[src/hdl/gfInv_macros.svh]
`ifndef GF_INV_MACROS_SVH
`define GF_INV_MACROS_SVH

// Number of shares per masked value
// 2 gives first-order protection, 3 gives second order
`define SHARES 2

// Output buffer entries, also the upstream credit pool
`define OUT_DEPTH 4

// Credit counters must be able to hold a full pool
`define CRED_W ($clog2(`OUT_DEPTH + 1))

`endif

[src/hdl/domPkg.sv]
`include "gfInv_macros.svh"

package domPkg;

    // One GF(2^2) element in normal basis {w, w^2}
    // Bit 1 is the w coefficient, bit 0 the w^2 coefficient
    typedef logic [1:0] gf2_t;

    // Shared GF(2^4) value, share i in nibble i
    typedef logic [4*`SHARES-1:0] nib_t;

    // Shared GF(2^2) value, share i in bits 2i+1:2i
    typedef logic [2*`SHARES-1:0] dib_t;

    // Resharing masks of one DOM multiplier
    // One 2-bit mask per unordered share pair i<j
    typedef logic [`SHARES*(`SHARES-1)-1:0] zRnd_t;

    // Occupancy of the output FIFO
    typedef enum logic [1:0] {
        EMPTY,
        PARTIAL,
        FULL
    } bufState_t;

endpackage

[src/hdl/creditBuffer.sv]
`include "gfInv_macros.svh"

module creditBuffer (
    input  logic         ClkxCI,
    input  logic         rstN,
    input  logic         inValid,
    input  domPkg::nib_t inShares,
    input  logic         creditIn,
    output logic         outValid,
    output domPkg::nib_t outShares,
    output logic         creditOut
);
    import domPkg::*;

    localparam int D  = `OUT_DEPTH;
    localparam int PW = (D > 1) ? $clog2(D) : 1;

    nib_t mem [D];

    logic [PW-1:0] wrPtr;
    logic [PW-1:0] rdPtr;
    logic [PW-1:0] wrNext;
    logic [PW-1:0] rdNext;

    // Slots granted by the consumer and not yet used
    logic [`CRED_W-1:0] credits;

    bufState_t state;

    logic enq;
    logic deq;

    assign enq = inValid && (state != FULL);
    assign deq = (credits != '0) && (state != EMPTY);

    // Pointers wrap at D, which need not be a power of two
    assign wrNext = (wrPtr == PW'(D - 1)) ? '0 : wrPtr + 1'b1;
    assign rdNext = (rdPtr == PW'(D - 1)) ? '0 : rdPtr + 1'b1;

    always_ff @(posedge ClkxCI) begin
        if (enq) begin
            mem[wrPtr] <= inShares;
        end
    end

    always_ff @(posedge ClkxCI or negedge rstN) begin
        if (!rstN) begin
            wrPtr   <= '0;
            rdPtr   <= '0;
            credits <= '0;
            state   <= EMPTY;
        end else begin
            if (enq) begin
                wrPtr <= wrNext;
            end
            if (deq) begin
                rdPtr <= rdNext;
            end

            if (creditIn && !deq) begin
                credits <= credits + 1'b1;
            end else if (!creditIn && deq) begin
                credits <= credits - 1'b1;
            end

            // Equal pointers are resolved by the state
            case ({enq, deq})
                2'b10: state <= (wrNext == rdPtr) ? FULL : PARTIAL;
                2'b01: state <= (rdNext == wrPtr) ? EMPTY : PARTIAL;
                default: state <= state;
            endcase
        end
    end

    assign outValid  = deq;
    assign outShares = mem[rdPtr];
    // Every slot freed goes straight back upstream
    assign creditOut = deq;

    // Upstream credit discipline keeps a full buffer idle
    aNoEnqFull : assert property (@(posedge ClkxCI) disable iff (!rstN)
        !(inValid && state == FULL))
        else $error("input accepted while the output buffer is full");

    aCreditNoWrap : assert property (@(posedge ClkxCI) disable iff (!rstN)
        $past(rstN) |-> int'(credits) ==
            int'($past(credits)) + int'($past(creditIn)) - int'($past(deq)))
        else $error("downstream credit counter wrapped");

endmodule

[src/hdl/domInvGf4.sv]
`include "gfInv_macros.svh"

module domInvGf4 (
    input  logic          ClkxCI,
    input  logic          rstN,
    input  logic          inValid,
    input  domPkg::nib_t  x,
    input  domPkg::zRnd_t zMul1,
    input  domPkg::zRnd_t zMul2,
    input  domPkg::zRnd_t zMul3,
    output logic          invValid,
    output domPkg::nib_t  q
);
    import domPkg::*;

    localparam int S = `SHARES;

    // High and low GF(2^2) halves of every share
    dib_t aSh;
    dib_t bSh;
    // Stage 1 copies, aligned with E
    dib_t aQ;
    dib_t bQ;
    zRnd_t z2Q;
    zRnd_t z3Q;

    dib_t eSh;
    dib_t aeSh;
    dib_t beSh;

    logic [1:0] validPipe;

    for (genvar i = 0; i < S; i++) begin : gSplit
        assign aSh[2*i +: 2] = x[4*i + 2 +: 2];
        assign bSh[2*i +: 2] = x[4*i +: 2];
    end

    // Stage 1: E = (nu*(A+B)^2 + A*B)^-1
    domSqScMulGf2 uNorm (
        .ClkxCI (ClkxCI),
        .rstN   (rstN),
        .x      (aSh),
        .y      (bSh),
        .z      (zMul1),
        .e      (eSh)
    );

    // Halves and stage 2 masks wait one cycle for E
    always_ff @(posedge ClkxCI) begin
        aQ  <= aSh;
        bQ  <= bSh;
        z2Q <= zMul2;
        z3Q <= zMul3;
    end

    // Stage 2: both products side by side
    domMulGf2 uMulAE (
        .ClkxCI (ClkxCI),
        .rstN   (rstN),
        .x      (aQ),
        .y      (eSh),
        .z      (z2Q),
        .q      (aeSh)
    );

    domMulGf2 uMulBE (
        .ClkxCI (ClkxCI),
        .rstN   (rstN),
        .x      (bQ),
        .y      (eSh),
        .z      (z3Q),
        .q      (beSh)
    );

    // Halves swap on the way out
    for (genvar i = 0; i < S; i++) begin : gJoin
        assign q[4*i +: 4] = {beSh[2*i +: 2], aeSh[2*i +: 2]};
    end

    always_ff @(posedge ClkxCI or negedge rstN) begin
        if (!rstN) begin
            validPipe <= '0;
        end else begin
            validPipe <= {validPipe[0], inValid};
        end
    end

    assign invValid = validPipe[1];

    // Data path latency and valid marker must agree
    aValidDelay : assert property (@(posedge ClkxCI) disable iff (!rstN)
        $past(rstN) && $past(rstN, 2) |-> invValid == $past(inValid, 2))
        else $error("invValid is not inValid delayed by two cycles");

endmodule

[src/hdl/domMulGf2.sv]
`include "gfInv_macros.svh"

module domMulGf2 (
    input  logic          ClkxCI,
    input  logic          rstN,
    input  domPkg::dib_t  x,
    input  domPkg::dib_t  y,
    input  domPkg::zRnd_t z,
    output domPkg::dib_t  q
);
    import domPkg::*;

    localparam int S = `SHARES;

    // All share products, first index is the domain of x
    gf2_t termD [S][S];
    gf2_t termQ [S][S];

    // Normal-basis product in GF(2^2)
    function automatic gf2_t mulGf2(gf2_t a, gf2_t b);
        logic s;
        s = (a[1] ^ a[0]) & (b[1] ^ b[0]);
        return {(a[1] & b[1]) ^ s, (a[0] & b[0]) ^ s};
    endfunction

    // Position of the mask for pair lo<hi in z
    function automatic int pairIdx(int lo, int hi);
        return lo * `SHARES - (lo * (lo + 1)) / 2 + (hi - lo - 1);
    endfunction

    for (genvar i = 0; i < S; i++) begin : gDomI
        for (genvar j = 0; j < S; j++) begin : gDomJ
            if (i == j) begin : gInner
                // Inner-domain term needs no fresh mask
                assign termD[i][j] = mulGf2(x[2*i +: 2], y[2*j +: 2]);
            end else begin : gCross
                // Both domains of a pair share the same mask
                localparam int P = (i < j) ? pairIdx(i, j) : pairIdx(j, i);
                assign termD[i][j] = mulGf2(x[2*i +: 2], y[2*j +: 2]) ^ z[2*P +: 2];
            end
        end
    end

    // Resharing register, stops glitches crossing domains
    always_ff @(posedge ClkxCI or negedge rstN) begin
        if (!rstN) begin
            termQ <= '{default: '0};
        end else begin
            termQ <= termD;
        end
    end

    // Integration: each domain folds its own row
    always_comb begin
        q = '0;
        for (int i = 0; i < S; i++) begin
            for (int j = 0; j < S; j++) begin
                q[2*i +: 2] = q[2*i +: 2] ^ termQ[i][j];
            end
        end
    end

endmodule

[src/hdl/domSqScMulGf2.sv]
`include "gfInv_macros.svh"

module domSqScMulGf2 (
    input  logic          ClkxCI,
    input  logic          rstN,
    input  domPkg::dib_t  x,
    input  domPkg::dib_t  y,
    input  domPkg::zRnd_t z,
    output domPkg::dib_t  e
);
    import domPkg::*;

    localparam int S = `SHARES;

    dib_t prod;
    gf2_t linD [S];
    gf2_t linQ [S];

    // Squaring in normal basis swaps the coefficients
    function automatic gf2_t sqGf2(gf2_t a);
        return {a[0], a[1]};
    endfunction

    // Scaling by nu = w
    function automatic gf2_t sclNu(gf2_t a);
        return {a[0], a[1] ^ a[0]};
    endfunction

    // Masked x*y, valid one cycle later
    domMulGf2 uMulXY (
        .ClkxCI (ClkxCI),
        .rstN   (rstN),
        .x      (x),
        .y      (y),
        .z      (z),
        .q      (prod)
    );

    // Linear part is share-wise, no randomness needed
    for (genvar i = 0; i < S; i++) begin : gLin
        assign linD[i] = sclNu(sqGf2(x[2*i +: 2] ^ y[2*i +: 2]));
    end

    // Keep the linear part in step with the multiplier
    always_ff @(posedge ClkxCI or negedge rstN) begin
        if (!rstN) begin
            linQ <= '{default: '0};
        end else begin
            linQ <= linD;
        end
    end

    // Norm per share, then square it to get its inverse
    for (genvar i = 0; i < S; i++) begin : gNorm
        gf2_t norm;
        assign norm = linQ[i] ^ prod[2*i +: 2];
        assign e[2*i +: 2] = sqGf2(norm);
    end

endmodule

[src/hdl/maskedInvTop.sv]
module maskedInvTop (
    input  logic          ClkxCI,
    input  logic          rstN,
    input  logic          inValid,
    input  domPkg::nib_t  inShares,
    input  domPkg::zRnd_t zMul1,
    input  domPkg::zRnd_t zMul2,
    input  domPkg::zRnd_t zMul3,
    input  logic          creditIn,
    output logic          outValid,
    output domPkg::nib_t  outShares,
    output logic          creditOut
);

    // Inverter result, two cycles behind the input
    logic         invValid;
    domPkg::nib_t invShares;

    domInvGf4 uInv (
        .ClkxCI   (ClkxCI),
        .rstN     (rstN),
        .inValid  (inValid),
        .x        (inShares),
        .zMul1    (zMul1),
        .zMul2    (zMul2),
        .zMul3    (zMul3),
        .invValid (invValid),
        .q        (invShares)
    );

    // Credits bound the items in flight, so the pipeline never stalls
    creditBuffer uBuf (
        .ClkxCI    (ClkxCI),
        .rstN      (rstN),
        .inValid   (invValid),
        .inShares  (invShares),
        .creditIn  (creditIn),
        .outValid  (outValid),
        .outShares (outShares),
        .creditOut (creditOut)
    );

endmodule

[config.mk]
export PLATFORM = sky130hd
export DESIGN_NAME = maskedInvTop
export DESIGN_NICKNAME = d
export VERILOG_FILES = /design/src/hdl/domPkg.sv /design/src/hdl/creditBuffer.sv /design/src/hdl/domInvGf4.sv /design/src/hdl/domMulGf2.sv /design/src/hdl/domSqScMulGf2.sv /design/src/hdl/maskedInvTop.sv
export VERILOG_INCLUDE_DIRS = /design/src /design/src/hdl
export SDC_FILE = /design/constraint.sdc
export NUM_CORES = 1
export LEC_CHECK = 0
export BUFFER_PORTS_ARGS = -buffer_cell sky130_fd_sc_hd__buf_2
export CORE_MARGIN = 2
export CORE_UTILIZATION = 45
export DETAILED_ROUTE_END_ITERATION = 10
export PLACE_DENSITY = 0.71
export SYNTH_ARGS = -nofsm -noshare
export SYNTH_HDL_FRONTEND = slang
export SYNTH_SLANG_ARGS = --single-unit
export TNS_END_PERCENT = 30
[constraint.sdc]
create_clock -name ClkxCI -period 2.6 [get_ports ClkxCI]
set_input_delay 0.52 -clock ClkxCI [delete_from_list [all_inputs] [get_ports ClkxCI]]
set_output_delay 0.52 -clock ClkxCI [all_outputs]
set_load 0.05 [all_outputs]
==> summary.txt, run 1 <==
Yosys
  – Share of synthesized registers carrying an async set or reset: a little under half
  – Flip-flop and latch count after synthesis: 83
  – Number of different library cells in the post-synthesis netlist: 37
  – Synth Flop Type: sky130_fd_sc_hd__dfrtp_1
  – Mapped Nets: ~310
  – Fraction of synthesized cell area taken by the top area cell type: 25.63%
  – Mean instance size in the synthesized netlist: 13.41 um2
  – Ranking of synthesized cells by instance count: sky130_fd_sc_hd__dfrtp_1 (39), sky130_fd_sc_hd__edfxtp_1 (32), sky130_fd_sc_hd__nand2_1 (24), sky130_fd_sc_hd__xor2_1 (24), sky130_fd_sc_hd__o21ai_0 (22)
  – Cell count after synthesis: around 280
  – Cell types occupying the most area after synthesis: sky130_fd_sc_hd__dfrtp_1 (26%), sky130_fd_sc_hd__edfxtp_1 (25%), sky130_fd_sc_hd__dfxtp_1 (6.3%)
  – Cell taking the most area after synthesis: sky130_fd_sc_hd__dfrtp_1
  – Area of the mapped netlist: 3807 um2
  – Synthesis Warnings: 0
  – Part of the Yosys area used for sequential elements: between 50% and 60%
  – Number of enable-type register cells in the synthesized netlist: 32
  – Cell with the most instances after synthesis: sky130_fd_sc_hd__dfrtp_1

Clock network
  – Number of gates resized after CTS: 0
  – Number of buffers created by CTS: 9
  – Clk root buf: sky130_fd_sc_hd__clkbuf_8
  – TritonCTS clock tree: done
  – Deepest level of the CTS H-tree: 3
  – Skew-Pair Late Insertion Delay: about 0.35 ns
  – Clock sink count: 83
  – Post-CTS Setup Repair Bufs: 0
  – Worst-path clk slew: ~0.090 ns
  – Max Root-Sink Buffers: 2
  – Number of buffers inserted for hold repair after clock tree synthesis: 0

Detailed routing
  – Initial detailed-routing violation count: 150
  – Pre-Repair DR Iteration Count: 4
  – Total DRC errors in the routed layout: 0
  – Number of vias per cell after detailed routing: 5.151
  – Post-detailed-route count of antenna-violating nets: 0
  – Length of routed wiring on met1: between 2000 and 3000 um
  – Vias: roughly 2200
  – Routed len/inst: around 14 um
  – Met3 Wirelength: between 200 and 250 um
  – Final WL: slightly above 6000 um
  – Routed wire length on met2: about 3000 um
  – Top Layer Used: met4

Setup path
  – Data arrival time at the worst-slack endpoint: 1.91 ns
  – Depth of the worst register-to-register path: 7
  – Category of the critical setup timing path: reg -> out
  – Crit start category: register
  – Critical path's largest stage delay: 0.74 ns
  – Cell with the biggest individual delay on the critical path: sky130_fd_sc_hd__dfrtp_1
  – Delay-heaviest family, CP: flip-flops
  – Critical Path Stages: 2
  – Max Fanout on Critical Path: 12
  – Number of buffers and inverters on the critical path: 1
  – Series of cell instances along the critical path: mux4_2, buf_2
  – Critical Path Sink Type: output pin
  – Data required, critical path: 2.08 ns

Power
  – IR Drop Worst-Case VDD: around 400 uV
  – Total power: approximately 0.0051 W
  – Leakage: around 1.8 nW
  – Power density over the cells: ~1200 nW/um2

Timing
  – Achievable Freq: a little over 0.4 GHz
  – Shortest clock period the worst path allows after layout: around 2.4 ns
  – Final period utilization: between 90% and 100%
  – Total of endpoints with negative setup slack in the final report: 0
  – Post-route setup slack: approximately 0.17 ns
  – Largest clock skew in the final design: 0.01252 ns
  – RSZ-0062 raised after global routing: false
  – Final number of hold-violating endpoints: 0
  – Worst Hold Margin: 0.2662 ns
  – TNS Setup: 0 ns
  – Transition time of the tightest slew-check pin: between 0.8 and 0.9 ns
  – Relative slew margins: between 40% and 50%
  – Final-report max-slew violation count: 0

Cells and area
  – Share of cells above drive strength 1: a little over a fifth
  – Net count of the finished layout: 344
  – Layout overhead on the synthesized area: 11.04%
  – Diodes inserted: 0
  – Final instance count without filler cells: 424

GRT
  – Largest net degree at the start of global routing: 40
  – Via count of the first global-routing pass: roughly 2200
  – Wire length of the first global-routing pass: ~11000 um
  – Number of antenna violations at the first check in global routing: 0
  – All-Layer GR Usage: between 10% and 20%
  – GRT overflow: 0

Placement
  – Gpl congestion: about 0.76
  – Worst Setup Slack post-DPL: ~0.48 ns
  – Cell total after placement: slightly above 400
  – Placed wire-length estimate after detailed placement: between 4000 and 5000 um
  – Port Buf Inserts: 27

Floorplanning
  – Die height: 95.99 um
  – Die X: roughly 96 um
  – Total Die Area: between 9000 and 10000 um2
  – Core area: just over 8000 um2
  – Starting density of the core: a little under half
  – Count of standard-cell rows: 33
  – I/O pin cnt: 28

Outcome
  – Result of the run: complete, no violations

Min path
  – HP Class: in -> reg
  – Number of stages on the worst hold path: 1

Run
  – Max-cap violations: 0
-- worst reg2reg max path, cell delays in order, from the launching register on --
cell and delay (ns):
sky130_fd_sc_hd__dfrtp_1 0.42, sky130_fd_sc_hd__o32ai_1 0.43, sky130_fd_sc_hd__ha_1 0.26, sky130_fd_sc_hd__inv_1 0.07, sky130_fd_sc_hd__fa_1 0.44, sky130_fd_sc_hd__xor2_1 0.17, sky130_fd_sc_hd__nor2_1 0.11, sky130_fd_sc_hd__xor2_1 0.15
-- cells by family after synthesis --
group,after synthesis,share of synthesized area (%)
AOI/OAI and AO/OA,51,9.432
xor gates and xnor gates,45,12.72
adders and majority gates,12,4.141
buffers and inverters,19,2.596
DFF,83,57.18
muxes,13,6.211
and+or+nand+nor,61,7.722
-- cells in the final DEF (no fill, tap or decap), types with 8 or more instances in the layout --
cell type                  netlist  final
sky130_fd_sc_hd__nand2_1        24     24
sky130_fd_sc_hd__nor2_1         18     18
sky130_fd_sc_hd__buf_2           1     27
sky130_fd_sc_hd__xor2_1         24     24
sky130_fd_sc_hd__ha_1           11     11
sky130_fd_sc_hd__inv_1          10     10
sky130_fd_sc_hd__xnor2_1        15     15
sky130_fd_sc_hd__edfxtp_1       32     32
sky130_fd_sc_hd__dfxtp_1        12     12
sky130_fd_sc_hd__a22o_1          8      8
sky130_fd_sc_hd__clkbuf_8        0      9
sky130_fd_sc_hd__mux4_2          8      8
sky130_fd_sc_hd__dfrtp_1        39     39
sky130_fd_sc_hd__o21ai_0        22     22
-- worst paths after layout --
kind | endpoint | slack (ns) | startpoint
worst min register to register | uInv.validPipe[1] | 0.35 | uInv.validPipe[0]
min in group asynchronous | uBuf.credits[2] | 0.29 | rstN
worst min-delay path | uInv.z2Q[1] | 0.27 | zMul2[1]
max in group asynchronous | uInv.uMulBE.termQ[2] | 1.75 | rstN
worst max-delay path | outShares[5] | 0.17 | uBuf.rdPtr[0]
worst max register to register | uBuf.credits[2] | 0.51 | uBuf.credits[0]
-- cell type report --
type                    count  area, um2
clock inverters             7      83.83
inverters                  10      37.54
clock buffers               9      123.9
fillers                   686       3989
multi-input cells         182       1531
repair buffers             28      142.6
flip-flops and latches     83       2177
well taps                 105      131.4
-- report_power, final --
part           switching, W  total, W  internal, W  leakage (nW)
sequential         0.000242   0.00212      0.00188         0.861
combinational       0.00126   0.00205     0.000789         0.797
clock              0.000488  0.000950     0.000462         0.103
total               0.00199   0.00512      0.00313          1.76
-- state kept, by name (all words and copies together), names as in the netlist --
register                 cells
uBuf.credits                 3
uInv.uMulBE.termQ            8
uInv.uNorm.linQ              4
uBuf.wrPtr                   2
uInv.aQ                      4
uInv.z2Q                     2
uBuf.state                   2
uInv.uMulAE.termQ            8
uInv.bQ                      4
uInv.z3Q                     2
uInv.uNorm.uMulXY.termQ      8
uBuf.rdPtr                   2
uInv.validPipe               2
uBuf.mem                    32
-- metal layers --
metal  GRT usage, %  vias up
met3          4.620        7
met5              0        -
li1               -     1059
met2          24.07       43
met4          5.714        0
met1          19.48     1075
-- stage by stage --
step                      area [um2]  utilization (%)
after floorplan                 3807                -
after CTS                       4228            51.45
after global placement          4020            48.93
final                           4228            51.45
after detailed placement        4020            48.93
after global routing            4228            51.45
No activity file was read; power rests on OpenSTA's default activity.
==> run 2: changes to the inputs <==
--- a/config.mk
+++ b/config.mk
@@ -7,6 +7,7 @@
 export NUM_CORES = 1
 export LEC_CHECK = 0
 export BUFFER_PORTS_ARGS = -buffer_cell sky130_fd_sc_hd__buf_2
+export CAP_MARGIN = 0
 export CORE_MARGIN = 2
 export CORE_UTILIZATION = 45
 export DETAILED_ROUTE_END_ITERATION = 10
==> constraint.sdc (replaced) <==
create_clock -name ClkxCI -period 2.6 [get_ports ClkxCI]
set_input_delay 0.52 -clock ClkxCI [delete_from_list [all_inputs] [get_ports ClkxCI]]
set_output_delay 0.52 -clock ClkxCI [all_outputs]
set_load 0.1 [all_outputs]
==> summary.txt, run 2 (synthesis gave the netlist of run 1 again) <==
Detailed routing
  – Initial detailed-routing violation count: 111 (-26%)
  – Routed len/inst: 13.99 um (-3.1%)
  – Total DRC errors in the routed layout: 0 (unchanged)
  – Final WL: 5916 um (-3.3%)
  – Pre-Repair DR Iteration Count: 4 (unchanged)
  – Vias: 2164 (-0.92%)
  – Post-detailed-route count of antenna-violating nets: 0 (unchanged)
  – Number of vias per cell after detailed routing: 5.116 (-0.68%)

Clock network
  – Number of buffers inserted for hold repair after clock tree synthesis: 0 (unchanged)
  – Deepest level of the CTS H-tree: 3 (unchanged)
  – Max Root-Sink Buffers: 2 (unchanged)
  – Clock sink count: 83 (unchanged)
  – Skew-Pair Late Insertion Delay: 0.35 ns (about the same)
  – Post-CTS Setup Repair Bufs: 0 (unchanged)
  – Number of buffers created by CTS: 9 (unchanged)
  – TritonCTS clock tree: done
  – Clk root buf: sky130_fd_sc_hd__clkbuf_8
  – Worst-path clk slew: 0.08 ns (about the same)

GRT
  – Largest net degree at the start of global routing: 40 (unchanged)
  – Via count of the first global-routing pass: 2119 (-2.9%)
  – All-Layer GR Usage: 14.92% (-0.22 points)
  – GRT overflow: 0 (unchanged)
  – Wire length of the first global-routing pass: 10230 um (-2.8%)
  – Number of antenna violations at the first check in global routing: 0 (unchanged)

Placement
  – Placed wire-length estimate after detailed placement: 4290 um (-1.0%)
  – Gpl congestion: 0.7469 (-1.1%)
  – Worst Setup Slack post-DPL: 0.4557 ns (-0.02695 ns)
  – Port Buf Inserts: 27 (unchanged)

Timing
  – Final period utilization: 88.54% (-4.9 points)
  – Largest clock skew in the final design: 0.01252 ns (+0.000001200 ns)
  – TNS Setup: 0 ns (unchanged)
  – Shortest clock period the worst path allows after layout: 2.302 ns (-0.1285 ns)
  – Final number of hold-violating endpoints: 0 (unchanged)
  – Total of endpoints with negative setup slack in the final report: 0 (unchanged)
  – RSZ-0062 raised after global routing: false
  – Post-route setup slack: 0.2981 ns (+0.1285 ns)
  – Relative slew margins: 41.20% (+0.87 points)
  – Worst Hold Margin: 0.2709 ns (+0.004727 ns)
  – Final-report max-slew violation count: 0 (unchanged)
  – Transition time of the tightest slew-check pin: 0.8820 ns (-0.01311 ns)
  – Achievable Freq: 0.4344 GHz (+5.6%)

Power
  – Net Sw Power: 0.002367 W (+19%)
  – Clock Power Share: 17.5% (-1.1 points)
  – Combinational Power Share: 44.4% (+4.4 points)
  – Leakage: 1.762 nW (+0.11%)
  – Power density over the cells: 1316 nW/um2 (+8.7%)
  – Fraction of power consumed by sequential logic: 38.1% (-3.3 points)
  – Internal: 0.003204 W (+2.4%)
  – IR Drop Worst-Case VDD: 412.3 uV (+4.3%)
  – Switching fraction of total power: 42.49% (+3.6 points)

Cells and area
  – Diodes inserted: 0 (unchanged)
  – Final cell utilization of the core: 51.55% (+0.091 points)
  – Layout overhead on the synthesized area: 11.24%
  – Most frequent cells in the layout: sky130_fd_sc_hd__dfrtp_1 (38), sky130_fd_sc_hd__edfxtp_1 (32), sky130_fd_sc_hd__buf_2 (27), sky130_fd_sc_hd__nand2_1 (24), sky130_fd_sc_hd__xor2_1 (24)
  – Top register by number of flip-flops: uBuf.mem
  – Most common cell after layout, fill and taps aside: sky130_fd_sc_hd__dfrtp_1
  – Number of flip-flops under the largest register name: 32 (unchanged)
  – Net count of the finished layout: 344 (unchanged)
  – Share of cells above drive strength 1: 21.70% (+0.068 points)

Min path
  – HP Class: in -> reg

Setup path
  – Category of the critical setup timing path: reg -> out
  – Critical Path Sink Type: output pin
  – Crit start category: register
  – Data required, critical path: 2.08 ns (about the same)
  – Data arrival time at the worst-slack endpoint: 1.78 ns (-0.13 ns)
  – Max Fanout on Critical Path: 12 (unchanged)

Run
  – Max-cap violations: 0 (unchanged)

Floorplanning
  – Starting density of the core: 46.34% (unchanged)
  – Count of standard-cell rows: 33 (unchanged)
  – Total Die Area: 9213 um2 (unchanged)
  – I/O pin cnt: 28 (unchanged)
  – Core area: 8217 um2 (unchanged)
  – Die height: 95.99 um (unchanged)
  – Die X: 95.99 um (unchanged)

Outcome
  – Result of the run: complete, no violations
run 2: cell types whose count changed in the layout (fill, tap and decap cells not counted):
| cell | previous run | this run |
|---|---|---|
| sky130_fd_sc_hd__inv_6 | 3 | 1 |
| sky130_fd_sc_hd__bufinv_16 | 1 | 2 |
| sky130_fd_sc_hd__clkinv_2 | 0 | 1 |
| sky130_fd_sc_hd__dfrtp_1 | 39 | 38 |
| sky130_fd_sc_hd__dfrtp_2 | 0 | 1 |
| sky130_fd_sc_hd__inv_8 | 1 | 0 |
run 2: worst max-delay path, cell delays in order, from the launching register on:
cell                      delay, ns
sky130_fd_sc_hd__dfrtp_2       0.58
sky130_fd_sc_hd__mux4_2        0.55
sky130_fd_sc_hd__buf_2         0.31
run 2: metrics by stage:
step	power, W	instance area [um2]	cells
2_1_floorplan	0.004244	3807	284
3_3_place_gp	0.004568	4020	408
3_5_place_dp	0.004646	4020	408
4_1_cts	0.005632	4234	423
5_1_grt	0.005945	4235	423
6_report	0.005572	4235	423
run 2: metal layers:
layer  track usage [%]  part of all wire [%]  vias up
li1                  -                     -     1066
met1             19.24                    47     1048
met2             23.55                    48       42
met3             3.602                   3.7        8
met4             7.381                   1.8        0
met5                 0                     0        -
run 2: worst paths after layout:
path                                   start           endpoint  slack, ns  cells after the start
min                                 zMul2[1]        uInv.z2Q[1]       0.27                      1
min reg2reg                uInv.validPipe[0]  uInv.validPipe[1]       0.35                      0
min in group asynchronous               rstN      uBuf.wrPtr[0]       0.29                      1
max in group asynchronous               rstN      uBuf.rdPtr[0]       1.72                      1
max reg2reg                  uBuf.credits[0]    uBuf.credits[2]       0.53                      7
max                            uBuf.rdPtr[0]       outShares[2]       0.30                      2
run 2: layout make-up:
| cell class | count | area [um2] |
|---|---|---|
| fillers | 691 | 3981 |
| flip-flops and latches | 83 | 2178 |
| multi-input cells | 182 | 1531 |
| repair buffers | 28 | 142.6 |
| well taps | 105 | 131.4 |
| clock buffers | 9 | 123.9 |
| clock inverters | 6 | 90.09 |
| inverters | 10 | 37.54 |
run 2: what timing repair did:
action,in CTS,in global routing
setup endpoints to repair,0,8
hold endpoints to repair,0,0
resized for setup,0,1
run 2: power groups by stage:
stage,registers [W],clock network (W),logic [W]
after floorplan,0.00203,0,0.00222
final,0.00212,0.000977,0.00247
after CTS,0.00213,0.00101,0.00249
after global placement,0.00213,0,0.00244
after global routing,0.00217,0.00107,0.00270
after detailed placement,0.00216,0,0.00249
